==> src/rtl/dcache_config.svh <==
`ifndef DCACHE_CONFIG_SVH
`define DCACHE_CONFIG_SVH

// data and address width
`define DC_WORD_W      32

// two-way, 8 sets, two words per block
`define DC_SETS        8
`define DC_IDX_W       3
`define DC_BLK_WORDS   2

// what is left of the address after idx, blkoff and bytoff
`define DC_TAG_W       26

// hit count lands here once the flush is done
`define DC_HITCNT_ADDR 32'h3100

`endif

==> src/rtl/dcache_pkg.sv <==
`default_nettype none

`include "dcache_config.svh"

package dcache_pkg;

   typedef logic [`DC_WORD_W-1:0] word_t;

   typedef struct packed {
      logic [`DC_TAG_W-1:0] tag;
      logic [`DC_IDX_W-1:0] idx;
      logic                 blkoff;
      logic [1:0]           bytoff;
   } dc_addr_t;

   // same address word, seen raw or split into fields
   typedef union packed {
      word_t    raw;
      dc_addr_t fld;
   } dc_addr_u;

   typedef struct packed {
      logic     ren;
      logic     wen;
      dc_addr_u addr;
      word_t    store;
   } cpu_req_t;

   typedef struct packed {
      logic     ren;
      logic     wen;
      dc_addr_u addr;
      word_t    store;
   } mem_req_t;

   typedef struct packed {
      logic [`DC_TAG_W-1:0]          tag;
      logic                          valid;
      logic                          dirty;
      word_t [`DC_BLK_WORDS-1:0]     data;
   } dc_line_t;

   typedef struct packed {
      logic                 en;        // data word write
      logic [`DC_IDX_W-1:0] idx;
      logic                 wsel;      // word within block
      word_t                data;
      logic                 set_line;  // tag load, valid, clean
      logic                 dirty_set;
      logic                 invalidate;
   } way_wr_t;

   typedef enum logic [3:0] {
      idle,
      wb1,
      wb2,
      load1,
      load2,
      flush1,
      flush2,
      cnt_wr,
      halted
   } dc_state_t;

endpackage

`default_nettype wire

==> src/rtl/dcache_way.sv <==
`timescale 1ns/10ps
`default_nettype none

`include "dcache_config.svh"

module dcache_way
   import dcache_pkg::*;
(
   input  logic                 CLK,
   input  logic                 nRST,
   input  logic [`DC_IDX_W-1:0] rd_idx,
   input  logic [`DC_TAG_W-1:0] rd_tag,
   input  way_wr_t              wr,
   output logic                 hit,
   output dc_line_t             line
);

   logic [`DC_TAG_W-1:0]      tag_q [`DC_SETS];
   word_t [`DC_BLK_WORDS-1:0] data_q [`DC_SETS];
   logic [`DC_SETS-1:0]       valid_q;
   logic [`DC_SETS-1:0]       dirty_q;

   // state bits per line
   always_ff @(posedge CLK, negedge nRST)
   begin
      if (!nRST)
      begin
         valid_q <= '0;
         dirty_q <= '0;
      end
      else
      begin
         if (wr.set_line)
         begin
            valid_q[wr.idx] <= 1'b1;
            dirty_q[wr.idx] <= 1'b0;
         end
         if (wr.dirty_set)
            dirty_q[wr.idx] <= 1'b1;   // overrides the clean from set_line
         if (wr.invalidate)
         begin
            valid_q[wr.idx] <= 1'b0;
            dirty_q[wr.idx] <= 1'b0;
         end
      end
   end

   // payload storage
   always_ff @(posedge CLK)
   begin
      if (wr.en)
         data_q[wr.idx][wr.wsel] <= wr.data;
      if (wr.set_line)
         tag_q[wr.idx] <= rd_tag;   // fill tag is the lookup tag
   end

   // combinational lookup
   always_comb
   begin
      line.tag   = tag_q[rd_idx];
      line.valid = valid_q[rd_idx];
      line.dirty = dirty_q[rd_idx];
      line.data  = data_q[rd_idx];
   end

   assign hit = valid_q[rd_idx] && (tag_q[rd_idx] == rd_tag);

endmodule

`default_nettype wire

==> src/rtl/dcache_ctrl.sv <==
`timescale 1ns/10ps
`default_nettype none

`include "dcache_config.svh"

module dcache_ctrl
   import dcache_pkg::*;
(
   input  logic                 CLK,
   input  logic                 nRST,
   input  cpu_req_t             cpu_req,
   input  logic                 halt,
   output logic                 hit,
   output word_t                load,
   output logic                 flushed,
   output mem_req_t             mem_req,
   input  logic                 mem_wait,
   input  word_t                mem_load,
   output logic [`DC_IDX_W-1:0] rd_idx,
   output logic [`DC_TAG_W-1:0] rd_tag,
   input  logic                 hit0,
   input  logic                 hit1,
   input  dc_line_t             line0,
   input  dc_line_t             line1,
   output way_wr_t              wr0,
   output way_wr_t              wr1
);

   dc_state_t            state_q, state_d;
   logic [`DC_SETS-1:0]  lru_q;         // per set, way to evict next
   logic                 vic_q, vic_d;
   logic [`DC_IDX_W-1:0] fset_q, fset_d;
   logic                 fway_q, fway_d;
   word_t                count_q;
   logic                 count_en;
   logic                 lru_en;
   logic                 lru_way;
   logic                 req;
   logic                 hway;
   logic                 victim;
   logic                 sel;
   dc_line_t             sline;
   logic                 last_slot;
   logic [`DC_IDX_W-1:0] fset_nx;
   logic                 fway_nx;
   logic [`DC_IDX_W-1:0] req_idx;
   logic                 blkoff;
   way_wr_t              wr_c;
   logic                 wr_sel;

   assign req_idx = cpu_req.addr.fld.idx;
   assign blkoff  = cpu_req.addr.fld.blkoff;
   assign req     = cpu_req.ren | cpu_req.wen;
   assign hway    = hit1;

   // invalid way first, else lru
   assign victim = !line0.valid ? 1'b0 : (!line1.valid ? 1'b1 : lru_q[req_idx]);

   assign rd_idx = (state_q == flush1 || state_q == flush2) ? fset_q : req_idx;
   assign rd_tag = cpu_req.addr.fld.tag;

   // line under work: flush slot, candidate victim, or saved victim
   always_comb
   begin
      if (state_q == flush1 || state_q == flush2)
         sel = fway_q;
      else if (state_q == idle)
         sel = victim;
      else
         sel = vic_q;
   end

   assign sline = sel ? line1 : line0;

   // flush walk goes way 0, way 1, then next set
   assign last_slot = (fset_q == `DC_IDX_W'(`DC_SETS - 1)) && fway_q;
   assign fway_nx   = ~fway_q;
   assign fset_nx   = fway_q ? fset_q + 1'b1 : fset_q;

   assign wr0 = wr_sel ? '0 : wr_c;
   assign wr1 = wr_sel ? wr_c : '0;

   always_comb
   begin
      state_d  = state_q;
      vic_d    = vic_q;
      fset_d   = fset_q;
      fway_d   = fway_q;
      hit      = 1'b0;
      flushed  = 1'b0;
      load     = hway ? line1.data[blkoff] : line0.data[blkoff];
      count_en = 1'b0;
      lru_en   = 1'b0;
      lru_way  = hway;
      mem_req  = '0;
      wr_c     = '0;
      wr_c.idx = req_idx;
      wr_sel   = vic_q;

      case (state_q)
         idle:
         begin
            if (halt)
            begin
               state_d = flush1;
               fset_d  = '0;
               fway_d  = 1'b0;
            end
            else if (req && (hit0 || hit1))
            begin
               hit      = 1'b1;
               count_en = 1'b1;
               lru_en   = 1'b1;
               if (cpu_req.wen)
               begin
                  wr_sel         = hway;
                  wr_c.en        = 1'b1;
                  wr_c.wsel      = blkoff;
                  wr_c.data      = cpu_req.store;
                  wr_c.dirty_set = 1'b1;
               end
            end
            else if (req)
            begin
               vic_d   = victim;
               state_d = (sline.valid && sline.dirty) ? wb1 : load1;
            end
            else
               hit = 1'b1;
         end
         wb1:
         begin
            mem_req.wen             = 1'b1;
            mem_req.addr.fld.tag    = sline.tag;
            mem_req.addr.fld.idx    = req_idx;
            mem_req.addr.fld.blkoff = 1'b0;
            mem_req.store           = sline.data[0];
            if (!mem_wait)
               state_d = wb2;
         end
         wb2:
         begin
            mem_req.wen             = 1'b1;
            mem_req.addr.fld.tag    = sline.tag;
            mem_req.addr.fld.idx    = req_idx;
            mem_req.addr.fld.blkoff = 1'b1;
            mem_req.store           = sline.data[1];
            if (!mem_wait)
               state_d = load1;
         end
         load1:
         begin
            mem_req.ren             = 1'b1;
            mem_req.addr.fld.tag    = rd_tag;
            mem_req.addr.fld.idx    = req_idx;
            mem_req.addr.fld.blkoff = ~blkoff;   // other word first
            if (!mem_wait)
            begin
               wr_c.en       = 1'b1;
               wr_c.wsel     = ~blkoff;
               wr_c.data     = mem_load;
               wr_c.set_line = 1'b1;
               state_d       = load2;
            end
         end
         load2:
         begin
            mem_req.ren             = 1'b1;
            mem_req.addr.fld.tag    = rd_tag;
            mem_req.addr.fld.idx    = req_idx;
            mem_req.addr.fld.blkoff = blkoff;
            load                    = mem_load;
            if (!mem_wait)
            begin
               wr_c.en        = 1'b1;
               wr_c.wsel      = blkoff;
               wr_c.data      = cpu_req.wen ? cpu_req.store : mem_load;   // write miss merge
               wr_c.dirty_set = cpu_req.wen;
               hit            = 1'b1;
               lru_en         = 1'b1;
               lru_way        = vic_q;
               state_d        = idle;
            end
         end
         flush1:
         begin
            if (sline.valid && sline.dirty)
            begin
               mem_req.wen             = 1'b1;
               mem_req.addr.fld.tag    = sline.tag;
               mem_req.addr.fld.idx    = fset_q;
               mem_req.addr.fld.blkoff = 1'b0;
               mem_req.store           = sline.data[0];
               if (!mem_wait)
                  state_d = flush2;
            end
            else if (last_slot)
               state_d = cnt_wr;
            else
            begin
               fset_d = fset_nx;
               fway_d = fway_nx;
            end
         end
         flush2:
         begin
            mem_req.wen             = 1'b1;
            mem_req.addr.fld.tag    = sline.tag;
            mem_req.addr.fld.idx    = fset_q;
            mem_req.addr.fld.blkoff = 1'b1;
            mem_req.store           = sline.data[1];
            if (!mem_wait)
            begin
               wr_sel          = fway_q;
               wr_c.idx        = fset_q;
               wr_c.invalidate = 1'b1;
               if (last_slot)
                  state_d = cnt_wr;
               else
               begin
                  state_d = flush1;
                  fset_d  = fset_nx;
                  fway_d  = fway_nx;
               end
            end
         end
         cnt_wr:
         begin
            mem_req.wen      = 1'b1;
            mem_req.addr.raw = `DC_HITCNT_ADDR;
            mem_req.store    = count_q;
            if (!mem_wait)
               state_d = halted;
         end
         halted:
         begin
            hit     = 1'b1;
            flushed = 1'b1;
         end
         default:
            state_d = idle;
      endcase
   end

   always_ff @(posedge CLK, negedge nRST)
   begin
      if (!nRST)
      begin
         state_q <= idle;
         vic_q   <= 1'b0;
         fset_q  <= '0;
         fway_q  <= 1'b0;
         lru_q   <= '0;
         count_q <= '0;
      end
      else
      begin
         state_q <= state_d;
         vic_q   <= vic_d;
         fset_q  <= fset_d;
         fway_q  <= fway_d;
         if (lru_en)
            lru_q[req_idx] <= ~lru_way;   // other way becomes lru
         if (count_en)
            count_q <= count_q + 1'b1;
      end
   end

endmodule

`default_nettype wire

==> src/rtl/dcache_top.sv <==
`timescale 1ns/10ps
`default_nettype none

`include "dcache_config.svh"

module dcache_top
   import dcache_pkg::*;
(
   input  logic     CLK,
   input  logic     nRST,
   input  cpu_req_t cpu_req,
   input  logic     halt,
   output logic     hit,
   output word_t    load,
   output logic     flushed,
   output mem_req_t mem_req,
   input  logic     mem_wait,
   input  word_t    mem_load
);

   logic [`DC_IDX_W-1:0] rd_idx;
   logic [`DC_TAG_W-1:0] rd_tag;
   logic                 hit0;
   logic                 hit1;
   dc_line_t             line0;
   dc_line_t             line1;
   way_wr_t              wr0;
   way_wr_t              wr1;

   dcache_way u_way0 (
      .CLK    (CLK),
      .nRST   (nRST),
      .rd_idx (rd_idx),
      .rd_tag (rd_tag),
      .wr     (wr0),
      .hit    (hit0),
      .line   (line0)
   );

   dcache_way u_way1 (
      .CLK    (CLK),
      .nRST   (nRST),
      .rd_idx (rd_idx),
      .rd_tag (rd_tag),
      .wr     (wr1),
      .hit    (hit1),
      .line   (line1)
   );

   dcache_ctrl u_ctrl (
      .CLK      (CLK),
      .nRST     (nRST),
      .cpu_req  (cpu_req),
      .halt     (halt),
      .hit      (hit),
      .load     (load),
      .flushed  (flushed),
      .mem_req  (mem_req),
      .mem_wait (mem_wait),
      .mem_load (mem_load),
      .rd_idx   (rd_idx),
      .rd_tag   (rd_tag),
      .hit0     (hit0),
      .hit1     (hit1),
      .line0    (line0),
      .line1    (line1),
      .wr0      (wr0),
      .wr1      (wr1)
   );

endmodule

`default_nettype wire

==> config.mk <==
export PLATFORM = sky130hd
export DESIGN_NAME = dcache_top
export DESIGN_NICKNAME = d
export VERILOG_FILES = /design/src/rtl/dcache_pkg.sv /design/src/rtl/dcache_way.sv /design/src/rtl/dcache_ctrl.sv /design/src/rtl/dcache_top.sv
export VERILOG_INCLUDE_DIRS = /design/src /design/src/rtl
export SDC_FILE = /design/constraint.sdc
export NUM_CORES = 2
export LEC_CHECK = 0
export ABC_AREA = 1
export BUFFER_PORTS_ARGS = -buffer_cell sky130_fd_sc_hd__buf_2
export CORE_UTILIZATION = 45
export DETAILED_ROUTE_END_ITERATION = 10
export GPL_TIMING_DRIVEN = 0
export SYNTH_ARGS = -nofsm -noshare
export SYNTH_HDL_FRONTEND = slang
export SYNTH_HIERARCHICAL = 1
export SYNTH_SLANG_ARGS = --single-unit
==> constraint.sdc <==
create_clock -name CLK -period 6.05 [get_ports CLK]
set_clock_uncertainty 0.2 [all_clocks]
set_input_delay 1.21 -clock CLK [delete_from_list [all_inputs] [get_ports CLK]]
set_output_delay 1.21 -clock CLK [all_outputs]
set_load 0.02 [all_outputs]
# ---- After elaboration in Yosys (flattened, before gate mapping)
# Memories as Yosys holds them, arrays and structs flattened.
# Index checks and enable logic that the tools add are counted.
dict set report totals {
  out_inout_bits 100
  in_bits 102
  mem_bits_ro 0
  latch_bits 0
  wordCells 209
  mem_bits_rw 1440
  mem_count 4
  regBits 81
}
# memory depth width read_ports rd_ports_with_merged_regs wr line
set mem_list {}
lappend mem_list {u_way0.data_q 8 64 1 0 1 dcache_way.sv:19} ;# word_t [`DC_BLK_WORDS-1:0] data_q [`DC_SETS];
lappend mem_list {u_way1.data_q 8 64 1 0 1 dcache_way.sv:19}
lappend mem_list {u_way0.tag_q 8 26 1 0 1 dcache_way.sv:18} ;# logic [`DC_TAG_W-1:0] tag_q [`DC_SETS];
lappend mem_list {u_way1.tag_q 8 26 1 0 1 dcache_way.sv:18}
dict set report classes {
  reduce_logical 20
  mux 119
  n_lt_le_gt_ge 12
  n_eq_ne 23
  div 0
  mul 0
  n_shift 0
  bitwise 19
  n_addsub 2
}
# operator n
set ops {}
lappend ops {{2-to-1 mux 32 bit} 10}
lappend ops {{case mux 30 bit (7 select lines)} 1}
lappend ops {{2-to-1 mux 33 bit} 4}
lappend ops {{2-to-1 mux 64 bit} 2}
lappend ops {{case mux 32 bit (4 select lines)} 1}
lappend ops {{case mux 33 bit (3 select lines)} 1}
lappend ops {{2-to-1 mux 92 bit} 1}
lappend ops {{2-to-1 mux 40 bit} 2}
lappend ops {{2-to-1 mux 8 bit} 10}
lappend ops {{demux 32 bit (select 1 bit)} 2}
lappend ops {{== test 26 bit} 2}
lappend ops {{AND 8 bit} 6}
lappend ops {{2-to-1 mux 4 bit} 12}
lappend ops {{2-to-1 mux 1 bit} 43}
lappend ops {{case mux 4 bit (9 select lines)} 1}
lappend ops {{2-to-1 mux 34 bit} 1}
lappend ops {{adder 32 x 1 -> 32 bit (second input constant)} 1}
lappend ops {{OR 8 bit} 4}
lappend ops {{2-to-1 mux 31 bit} 1}
lappend ops {{2-to-1 mux 3 bit} 8}
lappend ops {{== test 4 x 3 -> 1 bit (second input constant)} 4}
lappend ops {{less-than comparator 3 x 4 -> 1 bit (second input constant)} 4}
lappend ops {{inequality test 2 bit (second input constant)} 8}
lappend ops {{NOT 8 bit} 2}
lappend ops {{other kinds (27)} 64}

# ---- Logic depth before layout (Yosys ltp)
dict set report depth {
  depth_word 23
  depth_mapped 36
  mapped_depth_nobuf 32
}

# ---- Cells and area by module
# Netlist, hierarchy kept.
# module area_per_inst_um2 seq_area_each_um2 cells_per_inst n_inst
set modules_own_cells {}
lappend modules_own_cells {{dcache_way (u_way1)} 29923.7 22021.1 2544 1}
lappend modules_own_cells {{dcache_way (u_way0)} 29887.4 22021.1 2538 1}
lappend modules_own_cells {dcache_ctrl 7272.0 1226.2 1253 1}

# ---- Worst setup path before layout
# No wires, ideal clock.
dict set report synth_timing {
  path_type {input -> register}
  start {in cpu_req[35] (netlist name)}
  end {mem u_way0/data_q[7][0] (netlist name), enable pin}
  setup_ns 0.421
  arrival_time_ns 6.133
  setup_slack_ns -0.704
  n_path_buf 5
  cell_stages 25
  required_ns 5.429
  cell_sequence {buf_2 inv_1 a21oi_1 buf_4 buf_2 nand2_1 nand2_1 nand2_1 nand3_1 o21ai_1 a21oi_1 nand2_1 nor2_1 nand3_1 nor2_1 nor2_1 nor3_1 o31ai_1 buf_4 buf_4 nor2_1 inv_1 nor3_1 inv_1 nor2_1}
}
# item line
set synth_rtl {}
lappend synth_rtl {{from (decl)} dcache_top.sv:11} ;# input cpu_req_t cpu_req,
lappend synth_rtl {{to (decl)} dcache_way.sv:19}

# ---- Worst setup path after layout
dict set report layout_timing {
  start {reg u_ctrl.state_q[3]}
  end {out load[3]}
}
dict set report layout_via {
  elab_chain_cells 8
  elab_cells_between_ends 18
}
# item line
set layout_lines {}
lappend layout_lines {{from (decl)} dcache_ctrl.sv:29} ;# dc_state_t state_q, state_d;
lappend layout_lines {{from (signal assigned)} dcache_ctrl.sv:249} ;# state_q <= idle;
lappend layout_lines {{from (signal assigned)} dcache_ctrl.sv:258} ;# state_q <= state_d;
lappend layout_lines {{== test 4 x 3 -> 1 bit} dcache_ctrl.sv:59} ;# assign rd_idx = (state_q == flush1 || state_q == flush2) ? fset_q : req_idx;
lappend layout_lines {{logical OR 1 bit *} dcache_ctrl.sv:59}
lappend layout_lines {{2-to-1 mux 3 bit *} dcache_ctrl.sv:59}
lappend layout_lines {{via rd_idx[0]} dcache_top.sv:21} ;# logic [`DC_IDX_W-1:0] rd_idx;
lappend layout_lines {{memory (8 x 26 bit) / binary-select mux 1 bit (select 3 bit) (equally long branches)} n/a}
lappend layout_lines {{== test 26 bit / 2-to-1 mux 1 bit (equally long branches)} dcache_way.sv:66} ;# assign hit = valid_q[rd_idx] && (tag_q[rd_idx] == rd_tag);
lappend layout_lines {{logical AND 1 bit *} dcache_way.sv:66}
lappend layout_lines {{via hit1} dcache_top.sv:24} ;# logic hit1;
lappend layout_lines {{2-to-1 mux 32 bit *} dcache_ctrl.sv:91} ;# load = hway ? line1.data[blkoff] : line0.data[blkoff];
lappend layout_lines {{2-to-1 mux 32 bit *} dcache_ctrl.sv:100} ;# case (state_q)
lappend layout_lines {{to (decl)} dcache_top.sv:14} ;# output word_t load,
# Mark *: on every way through the listed nets, which the timed path passes. The rest lies on a longest branch. The select of a mux whose other input is x is not followed.

==> summary.txt <==
ys flop type - edfxtp_1
dominant cells by area after synthesis - edfxtp_1, nor2_1, nand2_1
setup violators final - 48
final-layout fill cell count - 12366
Final HPWL DP - 161000 um
Area growth syn-to-layout - 23.7%
Clock Path Buffers - 3
CTS Hold Bufs - 0
clk slew on worst S/H paths - 60 ps
DRT iter0 DRCs - 6923
post-route cell area - 0.0830 mm2
Cells after Synth - 6335
top-area cell type share of the netlist area - 0.645
via count - 52099
WL final - 235000 um
Slew @ Worst Pin - 1500 ps
VDD IR-drop max - 586 uV
Port Buf Inserts - 195
FF+latch count, synth - 1521
Top-Level Pins - 202
max frequency - 160 MHz
Placed Cells - 8499
GRT Util Overall - 0.305
first-pass GRT wire length - 333000 um
Yosys warning count - 6
Num CTS Buffers - 159
Die Footprint - 0.151 mm2
Startpoint Class - register
most frequent cell after synthesis - edfxtp_1
Post-synth EDFFs - 1440
DRC viols - 0
pre-CTS setup slack - -3090 ps
Worst Hold Class - in2async
CP required - 4640 ps
WP data arrival - 4840 ps
CP Class - reg2out
share of layout cells above drive strength 1 - 0.198
Slew HR - -0.00273
die height - 388 um
outcome - finished with violations
final setup margin - -201 ps
power per cell area - 478 mW/mm2
CTS tree - done
die width - 388 um
Clock Latency Late Sink - 820 ps
Max Cap Violations - 1
register area - 0.0453 mm2
Routed Antenna Nets - 0
Avg Cell Area, Syn - 10.6 um2
synth cell count leaders - edfxtp_1, nor2_1, nand2_1, o21ai_0, inv_1
max incr delay on CP - 430 ps
Worst path slowest cell - dfrtp_2
drt pass-1 iters - 7
area taken by multi-input logic gates - 0.0204 mm2
Post-Place Cell Area - 0.0718 mm2
register area share after synthesis - 0.675
Root Buffer - clkbuf_16
pin count of the biggest net entering global routing - 63
Nets - 7078
Core Box Area - 0.148 mm2
Pwr Total - 39.6 mW
H-tree depth - 4
post-synthesis async set-or-reset flop share - 0.0533
fin cells - 9029
final hold violation count - 0
Crit. End Element - output port
post-synthesis cell area - 0.0671 mm2
unrepaired setup endpoints after global routing - yes
Synth cell types - 52
post-layout minimum cycle time - 6250 ps
Vias/cell - 5.77
vias in the first global route - 48376
dominant cell type by area after synthesis - edfxtp_1
max-slew violation count - 10
failing checks - capacitance limit, slew limit, setup timing
cell row count - 141
antenna violations before repair - 15
CP max FO - 6
GRT overflow - 0
Avg WL per Cell - 26.1 um
CTS Sinks - 1521
initial cell density of the core - 0.454
fin crit share - 1.03
Final GP Congestion - 0.987
most used cell, CP - buf_12
P_leak - 32.4 nW
-- layout make-up --
type                            count  area share
Sequential cell                  1521       0.546
Multi-Input combinational cell   3887       0.245
Timing Repair Buffer              469      0.0591
Clock buffer                      202      0.0505
Buffer                            386      0.0339
Tap cell                         1930      0.0291
Inverter                          549      0.0255
Clock inverter                     81      0.0106
Antenna cell                        4    0.000121
-- report_power, final --
group          internal (mW)  switching, mW  total, mW
sequential              11.9          0.102       12.0
clock                   5.38           4.20       9.58
combinational           5.70           12.4       18.1
total                   22.9           16.7       39.6
-- cell usage in the layout, fill, tap and decap left out, types with 62 or more instances in the layout --
master,n
a21oi_1,95
a22oi_1,62
a31oi_1,99
buf_12,97
buf_2,206
buf_4,262
clkbuf_1,127
clkbuf_16,172
dfrtp_1,77
edfxtp_1,1440
inv_1,510
nand2_1,945
nand2_2,63
nand3_1,268
nor2_1,1084
nor2_4,131
o21ai_0,563
o22ai_1,134
-- what timing repair did --
| action | CTS | global route |
|---|---|---|
| hold endpoints to repair | 0 | 0 |
| gates cloned | 24 | 6 |
| endpoints found under the setup margin | 2616 | 2580 |
| resized for setup | 602 | 311 |
| pin swaps | 137 | 70 |
| buffers inserted | 166 | 53 |
-- sequential cells by signal, summed over array words and instances (netlist names), 32 cells and up --
name / cells
u_ctrl/count_q: 32
u_way1/data_q: 512
u_way0/tag_q: 208
u_way0/data_q: 512
u_way1/tag_q: 208
-- critical path, delay by kind of cell (launching register included) --
family	cells	cell delay, ps
buffers and inverters	10	1380
AO/OA/AOI/OAI	3	640
AND/OR/NAND/NOR	15	1540
flip-flops	1	430
-- routing by layer --
layer	track usage	routed length, um	vias to the layer above
li1	-	-	23078
met1	0.430	96100	25583
met2	0.458	104000	2999
met3	0.0692	26400	433
met4	0.116	9010	6
met5	0	127	-
-- through the flow --
stage               hold slack [ps]  utilization  setup TNS (ps)
finish                          106        0.561           -3140
floorplan                       242            -         -229700
global placement                288        0.478               -
detailed placement              290        0.485        -6031180
global route                    102        0.561          -38960
CTS                            65.2        0.549           -3230
-- cell families (layout without fill, tap and decap cells) --
logic type / count (synthesis) / count (layout) / share of synthesized area
AND/OR/NAND/NOR: 2714 / 2725 / 0.166
flip-flops: 1521 / 1521 / 0.675
AO/OA/AOI/OAI: 1128 / 1128 / 0.0949
buffers and inverters: 939 / 1687 / 0.0599
XOR/XNOR: 29 / 29 / 0.00379
adder cells (fa/ha/maj): 3 / 3 / 0.000560
other: 1 / 6 / 0.0000559
-- worst paths after layout --
path	slack, ps	startpoint	end	cells past startpoint
max	-200	u_ctrl/state_q[3]$_DFFE_PN0P_	load[3]	28
min	110	nRST	u_ctrl/count_q[14]$_DFFE_PN0P_	1
max reg2reg	-10	u_ctrl/state_q[3]$_DFFE_PN0P_	u_way0/data_q[7][49]$_DFFE_PP_	37
min reg2reg	310	u_way1/valid_q[1]$_DFF_PN0_	u_way1/valid_q[1]$_DFF_PN0_	2
max in group asynchronous	4790	nRST	u_ctrl/state_q[1]$_DFFE_PN0P_	2
min in group CLK	310	u_way1/valid_q[1]$_DFF_PN0_	u_way1/valid_q[1]$_DFF_PN0_	2
(Power assumes the default switching activity.)
